[src/hdl/audio_stream_pkg.sv]
package audio_stream_pkg;

    // frame buffer geometry
    localparam int ram_depth = 512;
    localparam int ram_addr_bits = $clog2(ram_depth);

    // payload widths
    localparam int word_bits = 32;
    localparam int nibble_bits = 4;
    localparam int sample_bits = 24;
    // zero bits below the 16-bit payload of each sample
    localparam int sample_pad_bits = 8;

    typedef logic [ram_addr_bits-1:0] ram_addr_t;
    typedef logic [word_bits-1:0] ram_word_t;
    typedef logic [nibble_bits-1:0] nibble_t;
    typedef logic [sample_bits-1:0] sample_t;

    // one write into the frame buffer
    typedef struct packed {
        logic en;
        ram_addr_t addr;
        ram_word_t data;
    } ram_wr_t;

    // frame close report from the receiver
    typedef struct packed {
        logic done;
        ram_addr_t last_addr;
        logic any_word;
    } frame_end_t;

    // one stereo frame worth of audio
    typedef struct packed {
        sample_t left;
        sample_t right;
    } sample_pair_t;

    typedef enum logic [1:0] {
        PLAY_IDLE,
        PLAY_FETCH,
        PLAY_HOLD
    } play_state_t;

endpackage
[src/hdl/i2s_serializer.sv]
`timescale 1ns/1ps

module i2s_serializer #(
    parameter int sclk_div = 4
) (
    input  logic mainclk,
    input  logic rst,
    input  audio_stream_pkg::sample_pair_t samples,
    output logic sample_req,
    output logic sclk,
    output logic lrclk,
    output logic sdin
);
    import audio_stream_pkg::*;

    localparam int div_w = $clog2(sclk_div);
    localparam int half_div = sclk_div / 2;
    // zero slots after each sample inside its 32-slot half
    localparam int tail_bits = 32 - $bits(sample_t);

    logic [div_w-1:0] div_cnt;
    // slot index within the 64-slot frame, 0..31 is left
    logic [5:0] bit_cnt;
    logic [5:0] next_bit;
    logic [63:0] shreg;
    logic sclk_rise;
    logic sclk_fall;
    logic frame_load;
    // delays the request two cycles after lrclk rises
    logic [1:0] req_pipe;

    // edge enables from the divide counter
    assign sclk_rise = (div_cnt == div_w'(half_div - 1));
    assign sclk_fall = (div_cnt == div_w'(sclk_div - 1));
    assign next_bit = bit_cnt + 6'd1;
    // lrclk falling edge, start of a new frame
    assign frame_load = sclk_fall && (bit_cnt == 6'd63);

    always_ff @(posedge mainclk) begin
        if (rst) begin
            div_cnt <= '0;
            // first falling edge after reset loads a frame
            bit_cnt <= '1;
            sclk <= 1'b0;
            lrclk <= 1'b0;
            sdin <= 1'b0;
            req_pipe <= '0;
            sample_req <= 1'b0;
        end else begin
            req_pipe <= {req_pipe[0], sclk_fall && (bit_cnt == 6'd31)};
            sample_req <= req_pipe[1];
            if (sclk_fall) begin
                div_cnt <= '0;
                sclk <= 1'b0;
                bit_cnt <= next_bit;
                lrclk <= next_bit[5];
                // one slot of delay, the slot at the lrclk edge is zero
                if (frame_load) begin
                    sdin <= 1'b0;
                end else begin
                    sdin <= shreg[63];
                end
            end else begin
                div_cnt <= div_cnt + 1'b1;
                if (sclk_rise) begin
                    sclk <= 1'b1;
                end
            end
        end
    end

    // msb first, left half then right half
    always_ff @(posedge mainclk) begin
        if (frame_load) begin
            shreg <= {samples.left, {tail_bits{1'b0}},
                      samples.right, {tail_bits{1'b0}}};
        end else if (sclk_fall) begin
            shreg <= {shreg[62:0], 1'b0};
        end
    end

    // word clock moves together with sclk going low
    assert property (@(posedge mainclk) disable iff (rst)
        $changed(lrclk) |-> $fell(sclk))
        else $error("lrclk moved off a sclk falling edge");

    assert property (@(posedge mainclk) disable iff (rst)
        sample_req |=> !sample_req)
        else $error("sample_req longer than one cycle");

endmodule

[config.mk]
export PLATFORM = sky130hd
export DESIGN_NAME = i2s_serializer
export DESIGN_NICKNAME = d
export VERILOG_FILES = /design/src/hdl/audio_stream_pkg.sv /design/src/hdl/i2s_serializer.sv
export SDC_FILE = /design/constraint.sdc
export NUM_CORES = 1
export LEC_CHECK = 0
export ABC_AREA = 1
export BUFFER_PORTS_ARGS = -buffer_cell sky130_fd_sc_hd__buf_2
export CORE_MARGIN = 2
export CORE_UTILIZATION = 55
export DETAILED_ROUTE_END_ITERATION = 8
export HOLD_SLACK_MARGIN = 0.03
export PLACE_DENSITY = 0.79
export SLEW_MARGIN = 10
export SYNTH_ARGS = -nofsm -noshare
export SYNTH_HDL_FRONTEND = slang
export SYNTH_SLANG_ARGS = --single-unit
[constraint.sdc]
create_clock -name mainclk -period 3.19 [get_ports mainclk]
set_clock_uncertainty 0.1 [all_clocks]
set_input_delay 0 -clock mainclk [delete_from_list [all_inputs] [get_ports mainclk]]
set_output_delay 0 -clock mainclk [all_outputs]
set_load 0.1 [all_outputs]
# [Word-level counts from Yosys, hierarchy flattened]
# Index checks and enable logic that the tools add are counted.
[totals] register_bits=70 inputBits=50 out_inout_bits=4 wordCells=22
[op_classes] addsub=2 eq_ne=4 mux=3 n_reduce_logical=4
[op_table] op="$mux 64" n=2
[op_table] op="$add 6x1->6 const B" n=1
[op_table] op="$eq 6x5->1 const B" n=1
[op_table] op="$eq 6x6->1 const B" n=1
[op_table] op="$add 2x1->2 const B" n=1
[op_table] op="$eq 2x1->1 const B" n=1
[op_table] op="$eq 2x2->1 const B" n=1
[op_table] op="$logic_and 1x1->1" n=2
[op_table] op="$reduce_bool 2->1" n=1
[op_table] op="$reduce_or 2->1" n=1
[op_table] op="$mux 1" n=1

# [Longest topological paths before layout]
[logic_depth] ltp_word=3 depth_mapped=7 mapped_depth_nobuf=6

# [Worst setup path after synthesis]
# OpenSTA, ideal clock, no wires.
[synth_timing] path_kind="reg2reg" start="register div_cnt[0]" end="register shreg[10] (enable)" setup_ns=0.422 t_arrival_ns=1.876 required_time_ns=2.668 path_slack_ns=0.792 path_stages_with_launch=3 path_buffers=1 period_less_slack_ns=2.398 path_cell_list="dfxtp_1 -> ha_1 -> clkbuf_1"
[synth_between] elab_chain_len=3
[synth_lines] item="start, declared" line_no="i2s_serializer.sv:21" source="logic [div_w-1:0] div_cnt;"
[synth_lines] item="start signal, assigned" line_no="i2s_serializer.sv:64" source="div_cnt <= div_cnt + 1'b1;"
[synth_lines] item="$eq 2x2->1 (*)" line_no="i2s_serializer.sv:34" source="assign sclk_fall = (div_cnt == div_w'(sclk_div - 1));"
[synth_lines] item="$logic_and 1x1->1" line_no="i2s_serializer.sv:37" source="assign frame_load = sclk_fall && (bit_cnt == 6'd63);"
[synth_lines] item="$reduce_bool 2->1 (no source line) (*)"
[synth_lines] item="end signal, assigned" line_no="i2s_serializer.sv:75" source="shreg <= {samples.left, {tail_bits{1'b0}},"
[synth_lines] item="end signal, assigned" line_no="i2s_serializer.sv:78" source="shreg <= {shreg[62:0], 1'b0};"
[synth_lines] item="end, declared" line_no="i2s_serializer.sv:25" source="logic [63:0] shreg;"
# Mark *: on every way between the ends. The rest lies on a longest branch, timed or not.
# A chain may end at the register's enable or synchronous reset.

# [Worst setup path in the final report]
[layout_timing] start="register div_cnt[0]" end="register bit_cnt[5]"
[layout_between] elab_chain_len=1
[layout_lines] item="$eq 2x2->1" line_no="i2s_serializer.sv:34"
[layout_lines] item="end signal, assigned" line_no="i2s_serializer.sv:55" source="bit_cnt <= next_bit;"
[layout_lines] item="end, declared" line_no="i2s_serializer.sv:23" source="logic [5:0] bit_cnt;"
# Every way passes these cells.

==> flow_summary.yaml <==
yosys:
  synth-compound-area-share: 0.110
  synthDominantCellAreaShare: 0.474
  synth_cell_type_count: 23
  yosys_most_used_dff: "sky130_fd_sc_hd__edfxtp_1"
  cell_taking_the_most_area_after_synthesis: "sky130_fd_sc_hd__edfxtp_1"
  synth-seq-area-share: 0.618
  synth.ff_latch_count: 70
  synth_edf_count: 48
  synth_top_family_by_area: "simple AND/OR/NAND/NOR gates"
  muxShareOfSynthArea: 0
  post_synth_main_area_contributors: "sky130_fd_sc_hd__edfxtp_1, sky130_fd_sc_hd__nand2_1, sky130_fd_sc_hd__dfxtp_1"
  ys_async_sr_fraction: 0
  syn-cell-area_mm2: 0.00304
  post_synth_xor_area_fraction: 0.00576
  yosysWarningCount: 0
  post_synth_fa_ha_maj_area_fraction: 0.0123
  synth_simple_gate_area_frac: 0.187
  postSynthAreaPerCell_um2: 9.78
  synth_fp_nets: 364
  syn_inst: 311
clock_tree:
  clock_tree.htree_level_count: 3
  cts_tree: "yes"
  post_cts_resize_count: 0
  cts_sinks: 70
  maximum_root_to_sink_buffer_count: 2
  clkLatencyLatePin_ns: 0.34
  tritoncts_buffers: 9
  clkTransAtPathRegs_ns: 0.07
  clockRootBuffer: "sky130_fd_sc_hd__clkbuf_8"
floorplan:
  die_h_um: 78.4
  die_width_um: 78.4
  initial_utilization: 0.559
  std_cell_rows: 27
  area_of_the_core_mm2: 0.00544
  full_die_area_mm2: 0.00614
  pin_count: 54
worst_setup_path:
  worst_r2r_endpoint: "bit_cnt[5]"
  worst_ep_required_time_ns: 3.32
  critical_path_class: "flop to flop"
  crit_path_start_kind: "flop"
  r2r-start: "div_cnt[0]"
  worst-path-max-fanout: 71
  endpoint_kind: "flop"
  timing.critical_path.arrival_ns: 2.28
  reg2reg_setup_slack_ns: 1.05
  worst_r2r_path_depth: 5
finish:
  most_common_cell_after_layout_fill_and_taps_aside: "sky130_fd_sc_hd__nand2_1"
  fill_cells: 357
  multiInputGateArea_um2: 971
  flow.area_growth_from_synthesis_pct: 31.7
  sequential_area_mm2: 0.00188
  most-common-layout-cells: "sky130_fd_sc_hd__nand2_1, sky130_fd_sc_hd__buf_2, sky130_fd_sc_hd__dlygate4sd3_1"
  num_antenna_cells: 0
  layout-drive-gt1-share: 0.200
  final_design_area_no_fill_mm2: 0.00401
  num-nets-final: 462
placed_design:
  routabilityCongestion: 0.724
  dp.final_hpwl_um: 3310
  dpl_cell_area_mm2: 0.00331
  port_buffers: 53
  place_worst_setup_slack_ns: 1.09
global_routing:
  global_route.usage.total: 0.229
  grt_pass1_wl_um: 10700
  grt_pass1_vias: 2404
  overall_overflow_remaining_after_global_route: 0
  grt_max_degree: 72
  antenna_found_initial: 0
min_path:
  min_path_type: "flop to flop"
  hold-path-cell-count: 2
  whs_endpoint: "req_pipe[1]"
  hold_path.startpoint: "req_pipe[0]"
sta:
  tightestPinTransition_ns: 0.744
  timing.final.ws_setup_ns: 1.05
  slew_headroom: 0.504
  timing.final.max_slew_violations: 0
  timing.setup.tns_ns: 0
  layout_worst_path_cycle_share: 0.671
  worst_hold_margin_ns: 0.306
  achievable-frequency_ghz: 0.467
  final_number_of_setup_violating_endpoints: 0
  finalCriticalPeriod_ns: 2.14
  timing_hold_violations_final: 0
  rsz0062_at_grt: "no"
detailed_routing:
  drt_pass1_iterations: 4
  dr_total_vias: 2426
  met3_wirelength_um: 357
  highest-signal-layer: "met4"
  drt-wirelength-per-cell_um: 13.2
  via_per_inst: 4.99
  first_drt_iteration_drcs: 161
  met2_wirelength_um: 3230
  wirelength_um: 6390
  drtAntennaViolNets: 0
  detail_route.wirelength.met1_um: 2670
  drc_errors_left: 0
flow_run:
  maxCapViolCount: 0
run_status:
  run_status: "completed"
pwr:
  p_leak_nw: 1.55
  power.total_w: 0.00208
  vdd.ir_drop.worst_v: 0.000353
  pwr_density_cell_mw_per_mm2: 520
cell usage after synthesis (2+ instances only):
cell,number
sky130_fd_sc_hd__a21oi_1,10
sky130_fd_sc_hd__buf_2,6
sky130_fd_sc_hd__buf_8,6
sky130_fd_sc_hd__clkbuf_1,6
sky130_fd_sc_hd__dfxtp_1,22
sky130_fd_sc_hd__edfxtp_1,48
sky130_fd_sc_hd__ha_1,3
sky130_fd_sc_hd__inv_1,11
sky130_fd_sc_hd__nand2_1,125
sky130_fd_sc_hd__nand3_1,4
sky130_fd_sc_hd__nor2_1,10
sky130_fd_sc_hd__o21ai_0,30
sky130_fd_sc_hd__o21ai_1,11
sky130_fd_sc_hd__o21ai_2,9
sky130_fd_sc_hd__xor2_1,2
through the flow:
step	cells	utilization
2_1_floorplan	311	-
3_3_place_gp	421	0.609
3_5_place_dp	421	0.609
4_1_cts	486	0.737
5_1_grt	486	0.737
6_report	486	0.737
where the power goes:
part / internal (W) / switching [W]
Sequential: 0.00104 / 0.0000291
Combinational: 0.000115 / 0.000149
Clock: 0.000431 / 0.000323
per-layer routing:
layer / track usage / vias up
li1: - / 1228
met1: 0.277 / 1105
met2: 0.384 / 79
met3: 0.0736 / 14
met4: 0.0877 / 0
met5: 0 / -
worst max-delay path, stage by stage (launching register included):
cell                       delay [ns]
sky130_fd_sc_hd__dfxtp_1         0.41
sky130_fd_sc_hd__ha_4            0.17
sky130_fd_sc_hd__buf_4           0.58
sky130_fd_sc_hd__clkinv_1        0.47
sky130_fd_sc_hd__a21oi_1         0.23
sky130_fd_sc_hd__nand2_1         0.06
final cells by class:
type / instances / share of cell area
clock inverters: 6 / 0.0191
inverters: 13 / 0.0122
clock buffers: 10 / 0.0319
flip-flops and latches: 70 / 0.470
multi-input cells: 209 / 0.242
repair buffers: 106 / 0.202
well taps: 72 / 0.0225
sequential cells by signal (all words and copies together), names as in the netlist:
| register | flops |
|---|---|
| bit_cnt | 6 |
| req_pipe | 2 |
| sdin | 1 |
| sample_req | 1 |
| lrclk | 1 |
| shreg | 56 |
| div_cnt | 2 |
| sclk | 1 |
kinds of logic (layout without fill, tap and decap cells):
group / after synthesis / in the layout
compound gates: 60 / 60
xor+xnor: 2 / 2
fa+ha+maj: 3 / 3
buf+inv: 32 / 135
flops: 70 / 70
simple gates: 144 / 144
worst max-delay path by stage:
| stage | slack, ns | from | endpoint | cells past startpoint |
|---|---|---|---|---|
| after floorplan | 0.79 | div_cnt[0] | shreg[10] | 2 |
| after global placement | 1.13 | div_cnt[0] | bit_cnt[5] | 5 |
| after detailed placement | 1.09 | div_cnt[0] | bit_cnt[5] | 5 |
| after CTS | 1.08 | div_cnt[0] | bit_cnt[5] | 5 |
| after global routing | 0.91 | div_cnt[0] | bit_cnt[5] | 5 |
| final | 1.05 | div_cnt[0] | bit_cnt[5] | 5 |
timing repair:
action,CTS,global route
setup buffers,0,0
hold buffers,49,0
endpoints found under the hold margin,62,0
(Power assumes the default switching activity.)
