--- config.mk ---
export PLATFORM = sky130hd
export DESIGN_NAME = playback_sequencer
export DESIGN_NICKNAME = d
export VERILOG_FILES = /design/src/hdl/audio_stream_pkg.sv /design/src/hdl/playback_sequencer.sv
export SDC_FILE = /design/constraint.sdc
export NUM_CORES = 1
export LEC_CHECK = 0
export ABC_AREA = 1
export ABC_CLOCK_PERIOD_IN_PS = 1800
export BUFFER_PORTS_ARGS = -buffer_cell sky130_fd_sc_hd__buf_4
export CAP_MARGIN = 20
export CORE_MARGIN = 2
export CORE_UTILIZATION = 40
export DETAILED_ROUTE_END_ITERATION = 7
export PLACE_DENSITY = 0.71
export SYNTH_ARGS = -nofsm -noshare
export SYNTH_HDL_FRONTEND = slang
export SYNTH_SLANG_ARGS = --single-unit
--- constraint.sdc ---
create_clock -name mainclk -period 1.8 [get_ports mainclk]
set_input_delay 0.36 -clock mainclk [delete_from_list [all_inputs] [get_ports mainclk]]
set_output_delay 0.36 -clock mainclk [all_outputs]
set_load 0.005 [all_outputs]
--- src/hdl/audio_stream_pkg.sv ---
package audio_stream_pkg;

    // frame buffer geometry
    localparam int ram_depth = 512;
    localparam int ram_addr_bits = $clog2(ram_depth);

    // payload widths
    localparam int word_bits = 32;
    localparam int nibble_bits = 4;
    localparam int sample_bits = 24;
    // zero bits below the 16-bit payload of each sample
    localparam int sample_pad_bits = 8;

    typedef logic [ram_addr_bits-1:0] ram_addr_t;
    typedef logic [word_bits-1:0] ram_word_t;
    typedef logic [nibble_bits-1:0] nibble_t;
    typedef logic [sample_bits-1:0] sample_t;

    // one write into the frame buffer
    typedef struct packed {
        logic en;
        ram_addr_t addr;
        ram_word_t data;
    } ram_wr_t;

    // frame close report from the receiver
    typedef struct packed {
        logic done;
        ram_addr_t last_addr;
        logic any_word;
    } frame_end_t;

    // one stereo frame worth of audio
    typedef struct packed {
        sample_t left;
        sample_t right;
    } sample_pair_t;

    typedef enum logic [1:0] {
        PLAY_IDLE,
        PLAY_FETCH,
        PLAY_HOLD
    } play_state_t;

endpackage
--- src/hdl/playback_sequencer.sv ---
`timescale 1ns/1ps

module playback_sequencer #(
    parameter int header_words = 13
) (
    input  logic mainclk,
    input  logic rst,
    input  audio_stream_pkg::frame_end_t frame_end,
    input  logic sample_req,
    input  audio_stream_pkg::ram_word_t rd_data,
    output logic rd_en,
    output audio_stream_pkg::ram_addr_t rd_addr,
    output audio_stream_pkg::sample_pair_t samples,
    output logic playing
);
    import audio_stream_pkg::*;

    // first word after the packet header
    localparam ram_addr_t first_addr = ram_addr_t'(header_words);

    play_state_t state;
    ram_addr_t end_addr;
    // word at end_addr already handed out
    logic last_sent;
    logic frame_ok;

    // 16-bit half in reversed nibble order, padded below
    function automatic sample_t build_sample(input logic [15:0] half);
        return {half[3:0], half[7:4], half[11:8], half[15:12],
                {sample_pad_bits{1'b0}}};
    endfunction

    // frame long enough to hold audio past the header
    assign frame_ok = frame_end.any_word && (int'(frame_end.last_addr) >= header_words);

    // read straight away on a request, data lands in PLAY_FETCH
    assign rd_en = (state == PLAY_HOLD) && sample_req && !last_sent;

    assign playing = (state != PLAY_IDLE);

    always_ff @(posedge mainclk) begin
        if (rst) begin
            state <= PLAY_IDLE;
            last_sent <= 1'b0;
            rd_addr <= first_addr;
            end_addr <= first_addr;
            samples <= '0;
        end else if (frame_end.done) begin
            // new frame, restart from the header offset
            last_sent <= 1'b0;
            rd_addr <= first_addr;
            end_addr <= frame_end.last_addr;
            samples <= '0;
            if (frame_ok) begin
                state <= PLAY_HOLD;
            end else begin
                state <= PLAY_IDLE;
            end
        end else begin
            case (state)
                PLAY_HOLD: begin
                    if (sample_req && last_sent) begin
                        // frame exhausted, go silent
                        samples <= '0;
                        state <= PLAY_IDLE;
                    end else if (rd_en) begin
                        state <= PLAY_FETCH;
                    end
                end
                PLAY_FETCH: begin
                    samples.left <= build_sample(rd_data[15:0]);
                    samples.right <= build_sample(rd_data[31:16]);
                    if (rd_addr == end_addr) begin
                        last_sent <= 1'b1;
                    end else begin
                        rd_addr <= rd_addr + 1'b1;
                    end
                    state <= PLAY_HOLD;
                end
                PLAY_IDLE: begin
                    samples <= '0;
                end
                default: begin
                    state <= PLAY_IDLE;
                end
            endcase
        end
    end

    // reads stay inside the stored frame
    assert property (@(posedge mainclk) disable iff (rst)
        playing |-> (rd_addr <= end_addr))
        else $error("read address %0d past end %0d", rd_addr, end_addr);

endmodule

-- After elaboration in Yosys (flattened, before gate mapping)
Index checks and enable logic that the tools add are counted.
- output and inout port bits: 59
- register bits: 69
- word-level logic and storage cells: 35
- multiplexer cells: 7
- $add $sub $neg: 1
- $lt $le $gt $ge: 1
- bitwise operators: 1
- reduce and logical (&&, ||, !) cells: 13
- equality and inequality tests: 6
- operators with widths (kind ; number):
    $pmux 48 s3 ; 1
    $mux 48 ; 1
    $add 9x1->9 const B ; 1
    $eq 9x9->1 ; 1
    $ge 9x4->1 const B ; 1
    $mux 2 ; 4
    $reduce_and 2->1 ; 4
    $pmux 2 s3 ; 1
    $logic_and 1x1->1 ; 4
    $ne 4x3->1 const B ; 1
    $reduce_bool 3->1 ; 1
    $eq 2x1->1 const B ; 1
    $eq 2x2->1 const B ; 1
    $logic_not 2->1 ; 1
    $ne 2x1->1 const B ; 1
    $ne 2x2->1 const B ; 1
    $reduce_bool 2->1 ; 1
    $reduce_or 2->1 ; 1
    $logic_not 1->1 ; 1
    $not 1->1 ; 1

-- Depth between registers and ports, before layout
Gate-level depths: netlist (run 1).
- depth after elaboration: 7
- gate-level depth with buffers: 9

-- Least setup slack after synthesis (run 1)
No wires, ideal clock.
- path kind: reg2reg
- start: reg rd_addr[0]
- end: reg rd_addr[6]
- arrival time: 1.185 ns
- data required time: 1.730 ns
- stages on the path, launching flop included: 7
- slack: 0.545 ns
- buffers on the path: 0
- cells stage by stage: dfxtp_1 -> ha_1 -> nand3_1 -> nor2_1 -> xor2_1 -> nand3_1 -> a21oi_1
- cells in the longest elaborated chain, start to end: 3
- elaborated cells on any way between the ends: 4
- RTL lines (item ; RTL line ; text):
    start, declared ; playback_sequencer.sv:12 ; output audio_stream_pkg::ram_addr_t rd_addr,
    start signal, assigned ; playback_sequencer.sv:45 ; rd_addr <= first_addr;
    start signal, assigned ; playback_sequencer.sv:51 ; rd_addr <= first_addr;
    start signal, assigned ; playback_sequencer.sv:76 ; rd_addr <= rd_addr + 1'b1;
    branches (longest 3 deep; another with $add 9x1->9) ; -- ;
Parallel ways; which one is timed is not known.
A chain may end at the register's enable or synchronous reset.

-- Worst setup path in the final report (run 1)
- start: reg state[1]
- end: out rd_en
- cells in the longest elaborated chain, start to end: 3
- RTL lines (item ; RTL line ; text):
    start, declared ; playback_sequencer.sv:21 ; play_state_t state;
    start signal, assigned ; playback_sequencer.sv:43 ; state <= PLAY_IDLE;
    start signal, assigned ; playback_sequencer.sv:55 ; state <= PLAY_HOLD;
    start signal, assigned ; playback_sequencer.sv:57 ; state <= PLAY_IDLE;
    $eq 2x2->1 ; playback_sequencer.sv:37 ; assign rd_en = (state == PLAY_HOLD) && sample_req && !last_sent;
    $logic_and 1x1->1 (2 in a row) ; playback_sequencer.sv:37 ;
    end, declared ; playback_sequencer.sv:11 ; output logic rd_en,
Every way passes these cells.

==> results by group, run 1 <==
Outcome
  – Status: finished, final reports clean

Hold path
  – Worst Hold Class: input pin to register

Yosys
  – Synth cell types: 24
  – Synth top cells by count: nand2_1 (63), dfxtp_1 (53), nand3_1 (48)
  – Cell taking the most area after synthesis: dfxtp_1
  – Post-synth top flop: dfxtp_1
  – Yosys top cell area share: 0.4540
  – EDFF count, synth: 0
  – Synth top area cells: dfxtp_1 (45%), nand3_1 (10%), nand2_1 (10%)
  – Register area share after synthesis: 0.4540
  – Synthesized area: 2337 um^2
  – Number of synthesized register bits: 53
  – Gate Count Post-Synth: 308
  – Async set-reset flop share out of synthesis: 0
  – Synth Area per Inst: about 7.6 um^2
  – Synth warn: 0
  – Top-count cell post-synth: nand2_1

Final layout
  – Syn-to-layout area delta: 32.28%
  – Layout cells sized above 1: 0.2704
  – Post-layout instance area: 3092 um^2
  – N_diodes: 0
  – Final #Nets: 439

Clocking
  – CTS tree: built
  – CTS max path bufs: 2
  – Htree depth: 2
  – Clock Latency Late Sink: 0.29 ns
  – Hold_buf cts: 0
  – Root buffer cell: clkbuf_8
  – CTS Sinks: between 50 and 60
  – Total setup buffers inserted after CTS: 0
  – Number of CTS-inserted buffers: 5
  – Clock Pin Slew Worst Setup and Hold Paths: 0.09 ns
  – PostCTS Resize Cnt: 0

Routing
  – Routed vias/inst: 4.772
  – Number of remaining DRC errors: 0
  – Initial drt markers: roughly 120
  – Final WL: 5646 um
  – Antenna-violating nets left: 0
  – First-pass DRT Iterations: 5
  – WL/cell: 12.17 um
  – Via count: 2214

Pwr
  – P_leak: 0.001342 uW
  – Max VDD drop: 0.0004323 V
  – Pwr per Cell Area: roughly 670 nW/um^2
  – Power Total: around 2100 uW

Timing
  – Final Hold Viols: 0
  – RSZ-0062 raised after global routing: false
  – Max Fclk: 643.6 MHz
  – Worst setup margin: 0.2463 ns
  – Final setup vio count: 0
  – Minimum clock period: around 1.6 ns
  – Slew Limit Fails: 0
  – Skew final: 0.002125 ns
  – Setup TNS: 0 ns
  – Fin Hold WS: approximately 0.3 ns
  – Final period utilization: 0.8632

Placement
  – RD Place Congestion: ~0.84
  – # port buffers: 88
  – Post-DP Area: 3005 um^2
  – Hpwl dp: 4169 um
  – Worst slack, placed: 0.3536 ns

GRT
  – Overall overflow remaining after global route: 0
  – Initial antenna violation count: 0
  – Pin count of the biggest net entering global routing: 33
  – GRT Util Overall: 0.1773
  – Vias in the first global route: 2027
  – Global-route wire length before repair: 9135 um

Floorplanning
  – Die W: 80.44 um
  – Core Box Area: 5574 um^2
  – IO Count: 105
  – Die H: 80.44 um
  – Full die area: roughly 6500 um^2
  – Core Rows: 27
  – Initial Utilization: 0.4193

Worst setup path
  – Crit path largest cell delay: 0.40 ns
  – Most Frequent Cell on Critical Path: inv_1
  – CP max-delay cell: dfxtp_1
  – CP Class: register to primary output
  – CP startpoint kind: register
  – Buf/Inv on CP: 3
  – Worst Path Required: 1.44 ns
  – Delay-heaviest family, CP: flip-flops
  – Crit path cell chain: inv_1 > nor2_1 > inv_1 > nor3_1 > buf_4
  – Arrival time at the worst endpoint: 1.19 ns
  – CP Capture Type: primary output
  – Critical path fanouts, max: 3

Job
  – MaxCap Viol Count: 0
layer usage:
| layer | global-route usage | vias to the layer above | wire length, um |
|---|---|---|---|
| li1 | - | 1141 | - |
| met1 | 0.2209 | 1006 | 2440 |
| met2 | 0.3158 | 62 | 2859 |
| met3 | 0.03258 | 5 | 306 |
| met4 | 0.04068 | 0 | 40 |
| met5 | 0 | - | 0 |
through the flow:
| stage | std cells | util |
|---|---|---|
| 2_1_floorplan | 323 | - |
| 3_3_place_gp | 457 | 0.5392 |
| 3_5_place_dp | 457 | 0.5392 |
| 4_1_cts | 464 | 0.5547 |
| 5_1_grt | 464 | 0.5547 |
| 6_report | 464 | 0.5547 |
final timing paths:
check / depth (start not counted) / slack, ns / startpoint / end
worst max-delay path: 5 / 0.25 / state[1] / rd_en
worst min-delay path: 3 / 0.29 / frame_end[3] / end_addr[2]
worst max register to register: 7 / 0.34 / rd_addr[4] / rd_addr[5]
worst min register to register: 2 / 0.48 / samples[43] / samples[43]
registers in the layout (all words and copies together) (netlist names):
signal,flops
end_addr,9
rd_addr,9
samples,32
state,2
last_sent,1
cell usage in the layout, fill, tap and decap left out:
| master | n |
|---|---|
| nand3_1 | 48 |
| clkbuf_8 | 6 |
| o21ai_0 | 9 |
| o21a_1 | 1 |
| conb_1 | 16 |
| dfxtp_1 | 53 |
| nor3_1 | 1 |
| o211ai_1 | 1 |
| nand2_1 | 63 |
| inv_1 | 16 |
| nand2_2 | 2 |
| nor2_1 | 17 |
| buf_4 | 94 |
| ha_1 | 1 |
| nor4_1 | 2 |
| nor2_4 | 1 |
| xor2_1 | 4 |
| buf_12 | 1 |
| nor2_2 | 1 |
| nand3_2 | 1 |
| clkbuf_1 | 1 |
| a21oi_1 | 43 |
| xnor2_1 | 10 |
worst register-to-register path, stage by stage, from the launching register on:
cell and delay (ns):
dfxtp_1 0.46, xnor2_1 0.15, nand2_1 0.08, nor2_1 0.13
nand2_2 0.18, nand2_2 0.21, nand2_1 0.07, a21oi_1 0.12
where the power goes:
part	switching [uW]	internal (uW)	total (uW)
combinational	108	104	212
clock	349	306	655
sequential	12.4	1190	1200
logic make-up after synthesis:
group                      Yosys count  share of synthesized area
and+or+nand+nor                    136                     0.2559
AOI/OAI and AO/OA                   54                     0.1178
DFF                                 53                     0.4540
buffers and inverters               49                     0.1130
xor gates and xnor gates            14                    0.05246
adders and majority gates            1                   0.005352
other                                1                   0.001604
layout make-up:
cell class                 instances  area [um^2]
clock buffer                       7        86.33
fill                             532         2482
inverter                          16        60.06
multi-input combinational        221         1069
sequential                        53         1061
tap                               72        90.09
timing repair buffer              95        725.7
Power figures use the tool's default switching activity.
==> run 2, diff against run 1 <==
- CORE_UTILIZATION: 40 -> 50
- PLACE_DENSITY: 0.71 -> 0.85
==> run 2 against run 1 <==
Against the previous run: clock skew is 0.0030 ns higher; sequential power is essentially flat; critical path depth unchanged; cell count down 4.3%; die area decreased by 19%; first-iteration DRC count down 3.3%; core utilization grew 15 points; wire length decreased by 3.5%; worst setup slack gained 0.020 ns; largest cell class unchanged; final area barely moved; global-route usage is 3.6 points higher; power rose by 7.5%.
==> results by group, run 2 (synthesis gave the netlist of run 1 again) <==
Outcome
  – Status: finished, final reports clean (unchanged)

Pwr
  – P_leak: 0.001349 uW (was 0.001342 uW)
  – Power Total: 2226 uW (was 2070 uW)
  – P_sw: 478.7 uW (was 469.6 uW)
  – Clock power frac: 0.365 (was 0.316)
  – Pwr per Cell Area: 720.5 nW/um^2 (was 669.4 nW/um^2)
  – P_int: 1747 uW (was 1600 uW)
  – Sequential power share: 0.540 (was 0.581)
  – Max VDD drop: 0.0004147 V (was 0.0004323 V)
  – Sw Ratio: 0.2151 (was 0.2269)
  – Combinational Power Share: 0.095 (was 0.103)

Worst setup path
  – Crit path largest cell delay: 0.36 ns (was 0.40 ns)
  – Critical path fanouts, max: 3 (unchanged)
  – Delay-heaviest family, CP: flip-flops (unchanged)
  – Arrival time at the worst endpoint: 1.17 ns (was 1.19 ns)
  – Worst Path Required: 1.44 ns (about the same)
  – Buf/Inv on CP: 3 (unchanged)
  – Most Frequent Cell on Critical Path: inv_1 (unchanged)
  – CP max-delay cell: dfxtp_1 (unchanged)
  – CP Class: register to primary output (unchanged)
  – Crit path cell chain: inv_1 > nor2_1 > inv_1 > nor3_1 > buf_4 (unchanged)
  – CP startpoint kind: register (unchanged)
  – CP Capture Type: primary output (unchanged)

Routing
  – First-pass DRT Iterations: 4 (was 5)
  – WL/cell: 12.27 um (was 12.17 um)
  – Number of remaining DRC errors: 0 (unchanged)
  – Final WL: 5449 um (was 5646 um)
  – Via count: 2245 (was 2214)
  – Antenna-violating nets left: 0 (unchanged)
  – Routed vias/inst: 5.056 (was 4.772)
  – Initial drt markers: 118 (was 122)

GRT
  – Initial antenna violation count: 0 (unchanged)
  – Pin count of the biggest net entering global routing: 40 (was 33)
  – Global-route wire length before repair: 9004 um (was 9135 um)
  – Vias in the first global route: 2062 (was 2027)
  – GRT Util Overall: 0.2136 (was 0.1773)
  – Overall overflow remaining after global route: 0 (unchanged)

Floorplanning
  – Initial Utilization: 0.5295 (was 0.4193)
  – Core Box Area: 4414 um^2 (was 5574 um^2)
  – Die H: 72.37 um (was 80.44 um)
  – Full die area: 5237 um^2 (was 6471 um^2)
  – Die W: 72.37 um (was 80.44 um)
  – Core Rows: 24 (was 27)
  – IO Count: 105 (unchanged)

Clocking
  – CTS max path bufs: 2 (unchanged)
  – Clock Pin Slew Worst Setup and Hold Paths: 0.09 ns (about the same)
  – Clock Latency Late Sink: 0.29 ns (about the same)
  – Hold_buf cts: 0 (unchanged)
  – Total setup buffers inserted after CTS: 0 (unchanged)
  – CTS Sinks: 53 (unchanged)
  – PostCTS Resize Cnt: 0 (unchanged)
  – Root buffer cell: clkbuf_8 (unchanged)
  – Htree depth: 2 (unchanged)
  – Number of CTS-inserted buffers: 5 (unchanged)
  – CTS tree: built (unchanged)

Final layout
  – N_diodes: 0 (unchanged)
  – Fillers: 373 (was 532)
  – Post-layout instance area: 3089 um^2 (was 3092 um^2)
  – Most common cell after layout, fill and taps aside: buf_4 (unchanged)
  – Storage cell area: 1061 um^2 (unchanged)
  – Biggest regs: samples (32), end_addr (9), rd_addr (9) (unchanged)
  – Commonest cells after routing, fill and taps aside: buf_4 (93), nand2_1 (63), dfxtp_1 (53), nand3_1 (48), a21oi_1 (43) (was buf_4 (94), nand2_1 (63), dfxtp_1 (53), nand3_1 (48), a21oi_1 (43))
  – Final #Nets: 438 (was 439)
  – Syn-to-layout area delta: 32.17% (was 32.28%)
  – Multi-input gate area: 1069 um^2 (unchanged)
  – Max reg flops: 32 (unchanged)
  – Biggest register: samples (unchanged)
  – Layout cells sized above 1: 0.2704 (unchanged)

Timing
  – Max Fclk: 651.8 MHz (was 643.6 MHz)
  – Skew final: 0.005126 ns (was 0.002125 ns)
  – Minimum clock period: 1.534 ns (was 1.554 ns)
  – RSZ-0062 raised after global routing: false (unchanged)
  – Final Hold Viols: 0 (unchanged)
  – Slew Limit Fails: 0 (unchanged)
  – Worst setup margin: 0.2658 ns (was 0.2463 ns)
  – Setup TNS: 0 ns (unchanged)
  – Final period utilization: 0.8523 (was 0.8632)
  – Final setup vio count: 0 (unchanged)

Hold path
  – Worst Hold Class: input pin to register (unchanged)

Placement
  – RD Place Congestion: 0.7889 (was 0.8384)
  – # port buffers: 88 (unchanged)
  – Post-DP Area: 2973 um^2 (was 3005 um^2)
  – Worst slack, placed: 0.3675 ns (was 0.3536 ns)
  – Hpwl dp: 3929 um (was 4169 um)

Job
  – MaxCap Viol Count: 0 (unchanged)
==> run 2: per-layer routing <==
metal  GRT usage  up-vias  part of all wire
met5           0        -                 0
met4     0.05144        0            0.0068
met3     0.04722        5             0.072
met2      0.3976       81              0.51
met1      0.2476     1022              0.41
li1            -     1137                 -
==> run 2: per-stage QoR <==
step / hold slack [ns] / util / cells
after floorplan: 0.4466 / - / 323
after global placement: 0.4659 / 0.6735 / 436
after detailed placement: 0.4712 / 0.6735 / 436
after CTS: 0.2798 / 0.6998 / 444
after global routing: 0.2940 / 0.6998 / 444
final: 0.2874 / 0.6998 / 444
==> run 2: path summary, 6_finish.rpt <==
path / startpoint / end / slack, ns / cells past startpoint
worst max register to register: rd_addr[5] / rd_addr[8] / 0.29 / 7
worst min-delay path: frame_end[3] / end_addr[2] / 0.29 / 3
worst min register to register: samples[43] / samples[43] / 0.48 / 2
worst max-delay path: state[1] / rd_en / 0.27 / 5
==> run 2: worst min-delay path, stage by stage <==
cell	delay, ns
buf_4	0.08
nand2_1	0.04
nand3_1	0.06
==> run 2: final cells by class <==
class | count | area share
Multi-Input combinational cell | 221 | 0.3459
Sequential cell | 53 | 0.3435
Timing Repair Buffer | 94 | 0.2325
Clock buffer | 7 | 0.02795
Tap cell | 52 | 0.02106
Inverter | 16 | 0.01944
Clock inverter | 1 | 0.009721
==> run 2: power groups by stage <==
stage          Clock, uW  Combinational, uW  Sequential (uW)
6_report             813                211             1200
5_1_grt              871                237             1200
4_1_cts              826                211             1200
3_5_place_dp           0                210             1230
3_3_place_gp           0                208             1230
2_1_floorplan          0                130             1230
