File: src/hdl/audio_stream_pkg.sv
package audio_stream_pkg;

    // frame buffer geometry
    localparam int ram_depth = 512;
    localparam int ram_addr_bits = $clog2(ram_depth);

    // payload widths
    localparam int word_bits = 32;
    localparam int nibble_bits = 4;
    localparam int sample_bits = 24;
    // zero bits below the 16-bit payload of each sample
    localparam int sample_pad_bits = 8;

    typedef logic [ram_addr_bits-1:0] ram_addr_t;
    typedef logic [word_bits-1:0] ram_word_t;
    typedef logic [nibble_bits-1:0] nibble_t;
    typedef logic [sample_bits-1:0] sample_t;

    // one write into the frame buffer
    typedef struct packed {
        logic en;
        ram_addr_t addr;
        ram_word_t data;
    } ram_wr_t;

    // frame close report from the receiver
    typedef struct packed {
        logic done;
        ram_addr_t last_addr;
        logic any_word;
    } frame_end_t;

    // one stereo frame worth of audio
    typedef struct packed {
        sample_t left;
        sample_t right;
    } sample_pair_t;

    typedef enum logic [1:0] {
        PLAY_IDLE,
        PLAY_FETCH,
        PLAY_HOLD
    } play_state_t;

endpackage
File: src/hdl/mii_word_assembler.sv
`timescale 1ns/1ps

module mii_word_assembler (
    input  logic mainclk,
    input  logic rst,
    input  logic eth_rx_dv,
    input  audio_stream_pkg::nibble_t eth_rxd,
    output audio_stream_pkg::ram_wr_t wr,
    output audio_stream_pkg::frame_end_t frame_end
);
    import audio_stream_pkg::*;

    // one extra bit so a full buffer differs from an empty one
    logic [ram_addr_bits:0] word_cnt;
    logic [2:0] nib_cnt;
    ram_word_t shreg;
    ram_word_t next_word;
    logic dv_q;
    logic word_done;
    logic frame_close;

    // registered outputs
    logic wr_en;
    ram_addr_t wr_addr;
    ram_word_t wr_data;
    logic done_q;
    ram_addr_t last_addr_q;
    logic any_word_q;

    // swap the two nibbles of every byte
    function automatic ram_word_t swap_pairs(input ram_word_t w);
        ram_word_t s;
        for (int b = 0; b < word_bits / 8; b++) begin
            s[8*b +: 4] = w[8*b+4 +: 4];
            s[8*b+4 +: 4] = w[8*b +: 4];
        end
        return s;
    endfunction

    // newest nibble enters at the top, first one ends up in bits 3:0
    assign next_word = {eth_rxd, shreg[word_bits-1:nibble_bits]};
    assign word_done = eth_rx_dv && (nib_cnt == 3'd7);
    // valid dropped after being high
    assign frame_close = !eth_rx_dv && dv_q;

    always_ff @(posedge mainclk) begin
        if (rst) begin
            nib_cnt <= '0;
            word_cnt <= '0;
            dv_q <= 1'b0;
            wr_en <= 1'b0;
            done_q <= 1'b0;
        end else begin
            dv_q <= eth_rx_dv;
            wr_en <= word_done;
            done_q <= frame_close;
            if (eth_rx_dv) begin
                nib_cnt <= nib_cnt + 3'd1;
                if (word_done) begin
                    word_cnt <= word_cnt + 1'b1;
                end
            end else if (frame_close) begin
                // next frame starts again at address 0
                nib_cnt <= '0;
                word_cnt <= '0;
            end
        end
    end

    // data side
    always_ff @(posedge mainclk) begin
        if (eth_rx_dv) begin
            shreg <= next_word;
        end
        if (word_done) begin
            wr_addr <= word_cnt[ram_addr_bits-1:0];
            wr_data <= swap_pairs(next_word);
        end
        if (frame_close) begin
            // partial trailing nibbles are simply dropped
            last_addr_q <= ram_addr_t'(word_cnt - 1'b1);
            any_word_q <= (word_cnt != '0);
        end
    end

    assign wr = '{en: wr_en, addr: wr_addr, data: wr_data};
    assign frame_end = '{done: done_q, last_addr: last_addr_q, any_word: any_word_q};

    // frame must fit the buffer
    assert property (@(posedge mainclk) disable iff (rst)
        word_done |-> (word_cnt < ram_depth))
        else $error("frame longer than %0d words", ram_depth);

    // close report and last write stay apart
    assert property (@(posedge mainclk) disable iff (rst)
        !(wr_en && done_q))
        else $error("frame end overlaps a ram write");

endmodule

File: config.mk
export PLATFORM = sky130hd
export DESIGN_NAME = mii_word_assembler
export DESIGN_NICKNAME = d
export VERILOG_FILES = /design/src/hdl/audio_stream_pkg.sv /design/src/hdl/mii_word_assembler.sv
export SDC_FILE = /design/constraint.sdc
export NUM_CORES = 1
export LEC_CHECK = 0
export ABC_AREA = 1
export BUFFER_PORTS_ARGS = -buffer_cell sky130_fd_sc_hd__buf_4
export CAP_MARGIN = 20
export CORE_MARGIN = 10
export CORE_UTILIZATION = 30
export DETAILED_ROUTE_END_ITERATION = 16
export PLACE_DENSITY = 0.53
export SLEW_MARGIN = 20
export SYNTH_ARGS = -nofsm -noshare
export SYNTH_HDL_FRONTEND = slang
export SYNTH_SLANG_ARGS = --single-unit
export TNS_END_PERCENT = 50
File: constraint.sdc
create_clock -name mainclk -period 2.1 [get_ports mainclk]
set_clock_uncertainty 0.1 [all_clocks]
set_input_delay 0.315 -clock mainclk [delete_from_list [all_inputs] [get_ports mainclk]]
set_output_delay 0.315 -clock mainclk [all_outputs]
set_load 0.02 [all_outputs]
======== After elaboration in Yosys (flattened, before gate mapping) ========
Index checks and enable logic that the tools add are counted.
operators by class
  reduce and logical (&&, ||, !) cells .... 6
  add/subtract/negate cells ............... 3
  eq/ne operators ......................... 2
  mux-type cells .......................... 5
operators by type and width
  operator                                               number
  two-way mux 10 bit                                     3
  adder 10 x 1 -> 10 bit, second input constant          1
  nonzero test 10 bit                                    1
  subtractor 9 x 1 -> 9 bit, second input constant       1
  two-way mux 3 bit                                      2
  adder 3 x 1 -> 3 bit, second input constant            1
  equality test 3 bit, second input constant             1
  logical AND 1 bit                                      2
  inequality test 2 x 1 -> 1 bit, second input constant  1
  AND reduction 2 bit                                    1
  nonzero test 2 bit                                     1
  zero test 1 bit                                        1
storage, ports and cells
  register bits after elaboration ......... 99
  output and inout bits ................... 53

======== Longest topological paths before layout ========
Gate-level depths: netlist of the first run.
  depth after elaboration ................. 4
  depth in mapped cells ................... 9

======== Least setup slack after synthesis of the first run ========
No wires, ideal clock.
  kind .................................... reg-to-reg
  from .................................... register nib_cnt[0]
  to ...................................... register word_cnt[7]
  buffers on the path ..................... 0
  data arrival time ....................... 2.035 ns
  setup time .............................. 0.118 ns
  slack ................................... -0.154 ns
  cell stages (with the launch flop) ...... 8
  cell sequence ........................... dfxtp_1 -> ha_1 -> ha_1 -> nand2_1 -> inv_1 -> nand2_1 -> o211ai_2 -> nand2_1
on the way
  word-level cells in the longest chain between the ends .. 4
ends and longest elaborated chain
  item                                      RTL line                  RTL
  start, declared                           mii_word_assembler.sv:15  logic [2:0] nib_cnt;
  start signal, assigned                    mii_word_assembler.sv:58  nib_cnt <= nib_cnt + 3'd1;
  equality test 3 bit                       mii_word_assembler.sv:42  assign word_done = eth_rx_dv && (nib_cnt == 3'd7);
  logical AND 1 bit                         mii_word_assembler.sv:42
  via word_done                             mii_word_assembler.sv:19  logic word_done;
  inequality test 2 x 1 -> 1 bit (no line)  --
  AND reduction 2 bit (no line)             --
  end signal, assigned                      mii_word_assembler.sv:60  word_cnt <= word_cnt + 1'b1;
  end, declared                             mii_word_assembler.sv:14  logic [ram_addr_bits:0] word_cnt;
The timed path passes the listed nets, and every way through them passes these cells.
A chain may end at the register's enable or synchronous reset.

======== Worst setup path after layout of the first run ========
  from .................................... register nib_cnt[0]
  to ...................................... register wr_data[13], enable pin
on the way
  word-level cells in the longest chain between the ends .. 2
ends and longest elaborated chain
  item                  RTL line                  RTL
  equality test 3 bit   mii_word_assembler.sv:42
  logical AND 1 bit     mii_word_assembler.sv:42
  via word_done         mii_word_assembler.sv:19
  end signal, assigned  mii_word_assembler.sv:77  wr_data <= swap_pairs(next_word);
  end, declared         mii_word_assembler.sv:25  ram_word_t wr_data;
The timed path passes the listed nets, and every way through them passes these cells.

==> summary.txt, run 1 <==
Crit-path slowest cell -> dfxtp_1
clock sink count -> 95
launching point of the worst reg2reg path -> nib_cnt[0]$_SDFFE_PP0P_
fillcell total -> 990
total number of vias -> 1695
die footprint -> 15330 um2
H-tree Lvls -> 3
Tcrit/Tclk final -> 87.99%
routability cong. -> 0.7974
final setup fails -> 0
Yosys Warn Count -> 0
Setup TNS -> 0 ps
Buffers on Ports -> 59
global route overflow -> 0
Total GRT Usage -> 7.777%
Slew headroom -> 76.66%
CP max stage delay -> 340 ps
pwr dens -> 822.2 nW/um2
Max Fanout on Critical Path -> 13
R2R cell count -> 5
worst skew pair latency -> 360 ps
crit path kind -> reg -> reg
Vias/cell -> 4.196
RSZ-0062 raised after global routing -> no
Critical Path Start Type -> flip-flop
hold slack -> 33.75 ps
hold endpoint -> shreg[28]$_DFFE_PP_
CP most frequent cell -> ha_1
commonest non-fill, non-tap cells in the layout -> edfxtp_1 (79), buf_4 (61), nand2_1 (17)
syn avg cell area -> 16.67 um2
first-pass GRT wire length -> 8928 um
Post-CTS Setup Inserts -> 0
die width -> 123.8 um
min Tclk post-route -> 1848 ps
starting density of the core -> 31.04%
HP Start -> eth_rxd[0]
core area -> 10420 um2
post-place setup slack -> 278.5 ps
worst-margin pin slew -> 350.1 ps
hold path depth -> 1
commonest non-fill, non-tap cell in the layout -> edfxtp_1
# IOs -> 60
Max Clock Freq -> 0.5412 GHz
cell count after synthesis -> 194
status -> finished clean
synth unique cells -> 22
crit-path leading delay family -> buffers and inverters
vias in the first global route -> 1669
Hold Path Class -> in -> reg
register-to-register setup slack -> 250 ps
CTS tree -> built
initial antenna violation count -> 0
syn_nets -> 205
root buffer cell -> clkbuf_8
Max Slew Vio Count -> 0
ant diodes -> 0
Post-Place Cells -> 388
WP data required -> 2110 ps
total CTS buffers -> 9
post_cts resized -> 0
HPWL after DPL -> 4160 um
largest net degree at the start of global routing -> 28
1st-iter DRT viols -> 163
Hold Violations, Final -> 0
die height -> 123.8 um
Worst IR Drop VDD -> 289.4 uV
Worst-path clk slew -> 90 ps
Routed WL per cell -> 14.50 um
Crit path depth -> 5
CTS Hold Bufs -> 0
Non-Filler Instances -> 404
worst r2r dst -> wr_data[13]$_DFFE_PP_
leakage -> 1.430 nW
Final #Nets -> 274
CP endpoint kind -> flip-flop
sequential-to-total area share from yosys stat -> 83.28%
Synth Cell Area -> 3233 um2
layout cells sized above 1 -> 32.46%
number of max-cap violations -> 0
Rows -> 37
setup ws final -> 252.2 ps
Pre-antenna DRT Iters -> 4
#FFs+latches synth -> 95
critical path arrival -> 1860 ps
final WL -> 5859 um
cell-by-cell trace of the critical path -> ha_1 > ha_1 > nand2_1 > clkinvlp_4 > buf_4
Max Buffers Root-to-Sink -> 2
DRC Markers -> 0
WP buf/inv -> 2
ANT nets after route -> 0
area grow syn2layout -> 25.35%
[worst max-delay path by stage]
stage | start | endpoint | slack [ps]
final | nib_cnt[0]$_SDFFE_PP0P_ | wr_data[13]$_DFFE_PP_ | 250
after global routing | nib_cnt[0]$_SDFFE_PP0P_ | wr_data[13]$_DFFE_PP_ | 160
after CTS | nib_cnt[0]$_SDFFE_PP0P_ | wr_data[5]$_DFFE_PP_ | 250
after detailed placement | nib_cnt[0]$_SDFFE_PP0P_ | wr_data[7]$_DFFE_PP_ | 280
after global placement | nib_cnt[0]$_SDFFE_PP0P_ | wr_data[3]$_DFFE_PP_ | 320
after floorplan | nib_cnt[0]$_SDFFE_PP0P_ | word_cnt[5]$_SDFFE_PP0P_ | 60
[logic make-up (layout without fill, tap and decap cells)]
| kind of cell | after synthesis | after routing | share of synthesized area, % |
|---|---|---|---|
| AO/OA/AOI/OAI | 15 | 15 | 2.941 |
| flip-flops | 95 | 95 | 83.28 |
| adder cells (fa/ha/maj) | 4 | 4 | 1.548 |
| AND/OR/NAND/NOR | 52 | 52 | 7.353 |
| buffers and inverters | 20 | 94 | 2.709 |
| XOR/XNOR | 8 | 8 | 2.167 |
[through the flow]
step,utilization [%],power (mW),instance area [um2]
6_report,38.91,3.332,4053
3_3_place_gp,37.03,2.187,3857
4_1_cts,38.91,3.384,4053
2_1_floorplan,-,2.155,3237
5_1_grt,38.91,3.465,4053
3_5_place_dp,37.03,2.192,3857
[synth_stat cells]
library cell	number	area [um2]
a32o_1	2	20.02
nor2_2	3	18.77
nand2_2	3	18.77
o31ai_1	1	7.510
nand2_1	17	63.81
edfxtp_1	79	2372
nand4_1	3	18.77
nor2_1	16	60.06
xor2_1	8	70.07
o21ai_1	1	5.000
o21ai_0	3	15.01
o211ai_2	1	12.51
dfxtp_1	16	320.3
inv_1	13	48.80
nand3b_1	3	22.52
inv_2	3	11.26
buf_4	3	22.52
a21oi_1	7	35.03
nand3_1	4	20.02
buf_2	1	5.000
ha_1	4	50.05
nor3_1	3	15.01
[power by group]
group | internal [mW] | switching [mW]
Sequential | 2.08 | 0.0161
Combinational | 0.0168 | 0.0362
Clock | 0.564 | 0.621
Total | 2.66 | 0.673
[per-layer routing]
metal	global-route usage (%)	part of all wire (%)	vias to the layer above
li1	-	-	830
met1	9.381	43	814
met2	11.36	47	45
met3	3.484	7.9	6
met4	4.367	2.1	0
met5	0	0	-
[state kept, by name, indices dropped and copies added, names as in the netlist]
signal,cells
word_cnt,10
shreg,28
wr_data,32
wr_addr,9
wr_en,1
dv_q,1
nib_cnt,3
last_addr_q,9
done_q,1
any_word_q,1
[cell type report]
| type | count | area [um2] | share of cell area (%) |
|---|---|---|---|
| Tap cell | 136 | 170.2 | 4.199 |
| Clock inverter | 5 | 63.81 | 1.575 |
| Timing Repair Buffer | 62 | 478.0 | 11.79 |
| Inverter | 16 | 63.81 | 1.575 |
| Clock buffer | 11 | 131.4 | 3.242 |
| Multi-Input combinational cell | 79 | 452.9 | 11.18 |
| Sequential cell | 95 | 2693 | 66.44 |
Power figures use the tool's default switching activity.
==> run 2: changes to the inputs <==
--- a/config.mk
+++ b/config.mk
@@ -7,11 +7,11 @@
 export LEC_CHECK = 0
 export ABC_AREA = 1
 export BUFFER_PORTS_ARGS = -buffer_cell sky130_fd_sc_hd__buf_4
-export CAP_MARGIN = 20
+export CAP_MARGIN = 10
 export CORE_MARGIN = 10
 export CORE_UTILIZATION = 30
 export DETAILED_ROUTE_END_ITERATION = 16
-export PLACE_DENSITY = 0.53
+export RECOVER_POWER = 25
 export SLEW_MARGIN = 20
 export SYNTH_ARGS = -nofsm -noshare
 export SYNTH_HDL_FRONTEND = slang
==> run 2 against run 1 <==
Combinational power decreased by 3%; via count decreased by 1.1%; non-clock buffer count rose by 1; global-route usage shrank 0.16 points; largest cell class unchanged.
==> summary.txt, run 2 (same netlist as run 1, synthesis figures left out) <==
R2R cell count -> 5 (unchanged)
H-tree Lvls -> 3 (unchanged)
GR Util met1 -> 8.415% (-0.97 points)
ANT nets after route -> 0 (unchanged)
DRC Markers -> 0 (unchanged)
root buffer cell -> clkbuf_8
Routed WL per cell -> 14.00 um (-3.4%)
WP buf/inv -> 2 (unchanged)
Worst IR Drop VDD -> 303.7 uV (+4.9%)
core area -> 10420 um2 (unchanged)
Tcrit/Tclk final -> 84.39% (-3.6 points)
Crit path depth -> 5 (unchanged)
fillcell total -> 975 (-1.5%)
routability cong. -> 0.8371 (+5.0%)
CP max stage delay -> 340 ps (about the same)
ant diodes -> 0 (unchanged)
number of max-cap violations -> 0 (unchanged)
global route overflow -> 0 (unchanged)
Slew headroom -> 75.72% (-0.94 points)
Top reg by flops -> wr_data
RSZ-0062 raised after global routing -> no
worst-margin pin slew -> 364.2 ps (+14.07 ps)
Setup TNS -> 0 ps (unchanged)
vias in the first global route -> 1728 (+3.5%)
Max Clock Freq -> 0.5643 GHz (+4.3%)
Most Used Layer, Global Route -> met2
top flop regs -> wr_data x32, shreg x28, word_cnt x10
first-pass GRT wire length -> 8859 um (-0.77%)
status -> finished clean
1st-iter DRT viols -> 83 (-49%)
crit path kind -> reg -> reg
WP data required -> 2100 ps (about the same)
area grow syn2layout -> 24.73%
Final #Nets -> 275 (+0.36%)
die footprint -> 15330 um2 (unchanged)
clock sink count -> 95 (unchanged)
final WL -> 5671 um (-3.2%)
Tot Pwr -> 3.253 mW (-2.4%)
crit-path leading delay family -> buffers and inverters
Buffers on Ports -> 59 (unchanged)
Max Slew Vio Count -> 0 (unchanged)
Hold Violations, Final -> 0 (unchanged)
CTS Hold Bufs -> 0 (unchanged)
commonest non-fill, non-tap cell in the layout -> edfxtp_1
starting density of the core -> 31.04% (unchanged)
Max Buffers Root-to-Sink -> 2 (unchanged)
Pre-antenna DRT Iters -> 4 (unchanged)
total CTS buffers -> 9 (unchanged)
met2 Resource Use GR -> 12.25% (+0.89 points)
Total GRT Usage -> 7.619% (-0.16 points)
hold path depth -> 1 (unchanged)
worst skew pair latency -> 360 ps (about the same)
Hold Path Class -> in -> reg
HPWL after DPL -> 4099 um (-1.5%)
post_cts resized -> 0 (unchanged)
commonest non-fill, non-tap cells in the layout -> edfxtp_1 (79), buf_4 (58), nand2_1 (17)
Max Fanout on Critical Path -> 20 (+7)
Post-CTS Setup Inserts -> 0 (unchanged)
largest net degree at the start of global routing -> 29 (+3.6%)
final setup fails -> 0 (unchanged)
CP most frequent cell -> ha_1
Vias/cell -> 4.141 (-1.3%)
# IOs -> 60 (unchanged)
max reg flops -> 32 (unchanged)
die width -> 123.8 um (unchanged)
critical path arrival -> 1770 ps (-90 ps)
initial antenna violation count -> 0 (unchanged)
layout cells sized above 1 -> 32.34% (-0.12 points)
total number of vias -> 1677 (-1.1%)
die height -> 123.8 um (unchanged)
M3 GR Usage -> 3.077% (-0.41 points)
min Tclk post-route -> 1772 ps (-75.68 ps)
post-layout util -> 38.71% (-0.19 points)
Worst-path clk slew -> 100 ps (about the same)
cell-by-cell trace of the critical path -> ha_1 > ha_1 > nand2_1 > clkinvlp_4 > buf_4
post-place setup slack -> 327.6 ps (+49.09 ps)
pwr dens -> 806.6 nW/um2 (-1.9%)
Critical Path Start Type -> flip-flop
Rows -> 37 (unchanged)
CTS tree -> built
Crit-path slowest cell -> dfxtp_1
leakage -> 1.423 nW (-0.49%)
hold slack -> 55.27 ps (+21.52 ps)
CP endpoint kind -> flip-flop
setup ws final -> 327.9 ps (+75.68 ps)
## run 2: worst paths after layout
check	from	end	slack [ps]
setup reg to reg	nib_cnt[0]$_SDFFE_PP0P_	wr_data[30]$_DFFE_PP_	330
setup / recovery	nib_cnt[0]$_SDFFE_PP0P_	wr_data[30]$_DFFE_PP_	330
hold / removal	eth_rxd[3]	wr_data[27]$_DFFE_PP_	60
hold reg to reg	shreg[5]$_DFFE_PP_	wr_data[5]$_DFFE_PP_	330
## run 2: report_power, final
group / internal (mW) / switching, mW / total, mW
Sequential: 2.08 / 0.0160 / 2.09
Combinational: 0.0160 / 0.0353 / 0.0513
Clock: 0.455 / 0.653 / 1.11
Total: 2.55 / 0.704 / 3.25
## run 2: per-stage QoR
stage / instance area [um2] / cells
6_report: 4033 / 405
3_5_place_dp: 3845 / 388
4_1_cts: 4030 / 404
3_3_place_gp: 3845 / 388
5_1_grt: 4033 / 405
2_1_floorplan: 3237 / 194
## run 2: per-layer routing
layer	share of wire, %	wire [um]
met5	0	0
met4	1.8	104
met3	7.7	435
met2	49	2807
met1	41	2323
## run 2: cell type report
type	count	area, um2	share of cell area (%)
Clock buffer	9	123.9	3.072
Clock inverter	7	61.31	1.520
Inverter	16	63.81	1.582
Multi-Input combinational cell	79	452.9	11.23
Sequential cell	95	2693	66.77
Tap cell	136	170.2	4.220
Timing Repair Buffer	63	467.9	11.60
## run 2: worst register-to-register path: stages (launching register included)
cell        delay [ps]
dfxtp_1            340
ha_1               200
ha_1               170
nand2_1            150
clkinvlp_4         260
buf_4              300
==> run 3: changes to the inputs <==
--- a/config.mk
+++ b/config.mk
@@ -5,7 +5,7 @@
 export SDC_FILE = /design/constraint.sdc
 export NUM_CORES = 1
 export LEC_CHECK = 0
-export ABC_AREA = 1
+export ABC_AREA = 0
 export BUFFER_PORTS_ARGS = -buffer_cell sky130_fd_sc_hd__buf_4
 export CAP_MARGIN = 10
 export CORE_MARGIN = 10
==> constraint.sdc (replaced) <==
create_clock -name mainclk -period 1.5 [get_ports mainclk]
set_clock_uncertainty 0.1 [all_clocks]
set_input_delay 0.225 -clock mainclk [delete_from_list [all_inputs] [get_ports mainclk]]
set_output_delay 0.225 -clock mainclk [all_outputs]
set_load 0.02 [all_outputs]
==> run 3 against run 2 <==
Critical path depth stayed put; routed wire length increased by 13%; utilization increased by 3.4 points; first-iteration DRC count decreased by 18%; clock-buffer cell count increased by 1; the flow now finishes with violations (setup timing); critical path type unchanged; non-clock buffer count grew 39.
==> summary.txt, run 3 <==
R2R cell count -> 5 (unchanged)
Top reg by flops -> wr_data
max reg flops -> 32 (unchanged)
sequential-to-total area share from yosys stat -> 81.79% (-1.5 points)
ANT nets after route -> 0 (unchanged)
CP endpoint kind -> flip-flop
routability cong. -> 0.7563 (-9.7%)
Synth top area share -> 72.06% (-1.3 points)
total number of vias -> 1851 (+10%)
commonest non-fill, non-tap cells in the layout -> buf_4 (86), edfxtp_1 (79), dfxtp_1 (14)
die height -> 124.8 um (+0.76%)
final WL -> 6418 um (+13%)
DRC Markers -> 0 (unchanged)
commonest non-fill, non-tap cell in the layout -> buf_4
post-layout util -> 42.11% (+3.4 points)
Vias/cell -> 4.265 (+3.0%)
synth unique cells -> 36 (+64%)
CTS tree -> built
Slew headroom -> 49.67% (-26 points)
die footprint -> 15560 um2 (+1.5%)
launching point of the worst reg2reg path -> nib_cnt[1]$_SDFFE_PP0P_
Synth Flop Type -> edfxtp_1
number of max-cap violations -> 0 (unchanged)
min Tclk post-route -> 1662 ps (-110.0 ps)
core area -> 10790 um2 (+3.6%)
Non-Filler Instances -> 434 (+7.2%)
register-to-register setup slack -> -160 ps (-490 ps)
Worst IR Drop VDD -> 329.2 uV (+8.4%)
asr flop ratio synth -> 0% (unchanged)
hold slack -> 58.48 ps (+3.203 ps)
CP most frequent cell -> ha_4
Routed WL per cell -> 14.79 um (+5.6%)
initial antenna violation count -> 0 (unchanged)
syn_nets -> 199 (-2.9%)
placed inst area -> 4128 um2 (+7.4%)
Max Clock Freq -> 0.6016 GHz (+6.6%)
syn avg cell area -> 17.51 um2 (+5.1%)
Crit-path slowest cell -> or4_4
design area -> 4544 um2 (+13%)
leakage -> 1.622 nW (+14%)
Critical Path Source -> nib_cnt[1]$_SDFFE_PP0P_
Max Fanout on Critical Path -> 4 (-80%)
failing checks -> setup timing
vias in the first global route -> 1920 (+11%)
Post-Place Cells -> 405 (+4.4%)
H-tree Lvls -> 3 (unchanged)
clock sink count -> 95 (unchanged)
setup ws final -> -162.2 ps (-490.0 ps)
top-count cell post-synth -> edfxtp_1
Pre-antenna DRT Iters -> 4 (unchanged)
total CTS buffers -> 9 (unchanged)
cell-by-cell trace of the critical path -> ha_4 > ha_4 > nand4_1 > or4_4 > a21oi_1
cell count after synthesis -> 188 (-3.1%)
starting density of the core -> 30.50% (-0.54 points)
Max Buffers Root-to-Sink -> 2 (unchanged)
Hold Violations, Final -> 0 (unchanged)
critical path arrival -> 1860 ps (+90 ps)
area grow syn2layout -> 38.05%
Yosys Warn Count -> 0 (unchanged)
global route overflow -> 0 (unchanged)
WP data required -> 1700 ps (-400 ps)
worst-margin pin slew -> 755.0 ps (+390.8 ps)
worst skew pair latency -> 360 ps (about the same)
area leader, netlist -> edfxtp_1
ant diodes -> 0 (unchanged)
crit path kind -> reg -> reg
Tcrit/Tclk final -> 110.8% (+26 points)
worst r2r dst -> word_cnt[8]$_SDFFE_PP0P_
CP max stage delay -> 520 ps (+180 ps)
largest net degree at the start of global routing -> 20 (-31%)
first-pass GRT wire length -> 9963 um (+12%)
Post-synth top cells -> edfxtp_1 (79), dfxtp_1 (16), nor2_1 (11)
hold endpoint -> word_cnt[4]$_SDFFE_PP0P_
RSZ-0062 raised after global routing -> yes
Final #Nets -> 300 (+9.1%)
Synth Cell Area -> 3292 um2 (+1.8%)
Worst-path clk slew -> 80 ps (-20 ps)
Critical Path Start Type -> flip-flop
pwr dens -> 1017 nW/um2 (+26%)
HP Start -> rst
Total GRT Usage -> 8.211% (+0.59 points)
# IOs -> 60 (unchanged)
1st-iter DRT viols -> 68 (-18%)
Rows -> 38 (+2.7%)
top flop regs -> wr_data x32, shreg x28, word_cnt x10
final setup fails -> 49 (+49)
Hold Path Class -> in -> reg
layout cells sized above 1 -> 44.22% (+12 points)
Max Slew Vio Count -> 0 (unchanged)
Buffers on Ports -> 59 (unchanged)
root buffer cell -> clkbuf_8
HPWL after DPL -> 4359 um (+6.3%)
Synth area leaders -> edfxtp_1 (72%), dfxtp_1 (9.7%), xnor2_1 (1.6%)
#FFs+latches synth -> 95 (unchanged)
status -> finished, violations left
number of synthesized flops with an enable pin -> 79 (unchanged)
hold path depth -> 2 (+1)
die width -> 124.8 um (+0.76%)
==> run 3: cell types whose count changed after synthesis, moves of 5 or more <==
cell and delta:
inv_1 -7, nand2_1 -12, nor2_1 -5, xnor2_1 +6
xor2_1 -7
==> run 3: how the worst max path moves through the flow <==
| stage | endpoint | slack, ps | cells past startpoint |
|---|---|---|---|
| finish | word_cnt[8]$_SDFFE_PP0P_ | -160 | 5 |
| CTS | word_cnt[8]$_SDFFE_PP0P_ | -140 | 5 |
| detailed placement | word_cnt[5]$_SDFFE_PP0P_ | -160 | 5 |
| global route | word_cnt[8]$_SDFFE_PP0P_ | -230 | 5 |
| floorplan | wr_addr[0]$_DFFE_PP_ | -390 | 5 |
| global placement | word_cnt[5]$_SDFFE_PP0P_ | -120 | 5 |
==> run 3: cell type report <==
| cell class | instances | area, um2 |
|---|---|---|
| tap | 140 | 175.2 |
| inverter | 7 | 30.03 |
| clock buffer | 10 | 127.6 |
| multi-input combinational | 74 | 593.1 |
| clock inverter | 6 | 58.81 |
| fill | 970 | 6248 |
| timing repair buffer | 102 | 864.6 |
| sequential | 95 | 2695 |
==> run 3: metrics by stage <==
step	power [mW]	setup slack, ps	setup TNS, ps
2_1_floorplan	3.018	-386.8	-16240
3_3_place_gp	3.068	-123.6	-3838
3_5_place_dp	3.077	-155.2	-5135
4_1_cts	4.688	-137.7	-3819
5_1_grt	4.816	-232.8	-5992
6_report	4.622	-162.2	-3706
==> run 3: report_power, final <==
group / internal (mW) / switching (mW)
registers: 2.91 / 0.0252
clock network: 0.763 / 0.837
logic: 0.0370 / 0.0511
total: 3.71 / 0.913
==> run 3: repair_timing <==
item	CTS	global route
setup buffers	8	0
hold endpoints to repair	8	0
resized for setup	16	8
hold buffers	4	0
endpoints found under the setup margin	48	50
pin swaps	4	3
gates cloned	2	1
==> run 3: cells by family (layout without fill, tap and decap cells) <==
kind of cell	count (synthesis)	count (layout)	synth area share (%)
buffers and inverters	19	125	2.812
xor gates and xnor gates	7	7	1.862
DFF	95	95	81.79
and+or+nand+nor	42	42	7.526
adders and majority gates	4	4	1.520
muxes	3	3	0.9882
AOI/OAI and AO/OA	18	18	3.497
==> run 3: worst max-delay path, delay by kind of cell (launching register included) <==
| kind | cells | cell delay (ps) |
|---|---|---|
| flip-flops | 1 | 360 |
| AO/OA/AOI/OAI | 1 | 140 |
| adder cells (fa/ha/maj) | 2 | 290 |
| AND/OR/NAND/NOR | 2 | 700 |
==> run 3: metal layers <==
| metal | global-route usage [%] | routed length, um | vias up |
|---|---|---|---|
| li1 | - | - | 905 |
| met1 | 8.719 | 2665 | 886 |
| met2 | 13.52 | 3272 | 48 |
| met3 | 3.191 | 325 | 12 |
| met4 | 4.935 | 155 | 0 |
| met5 | 0 | 0 | - |
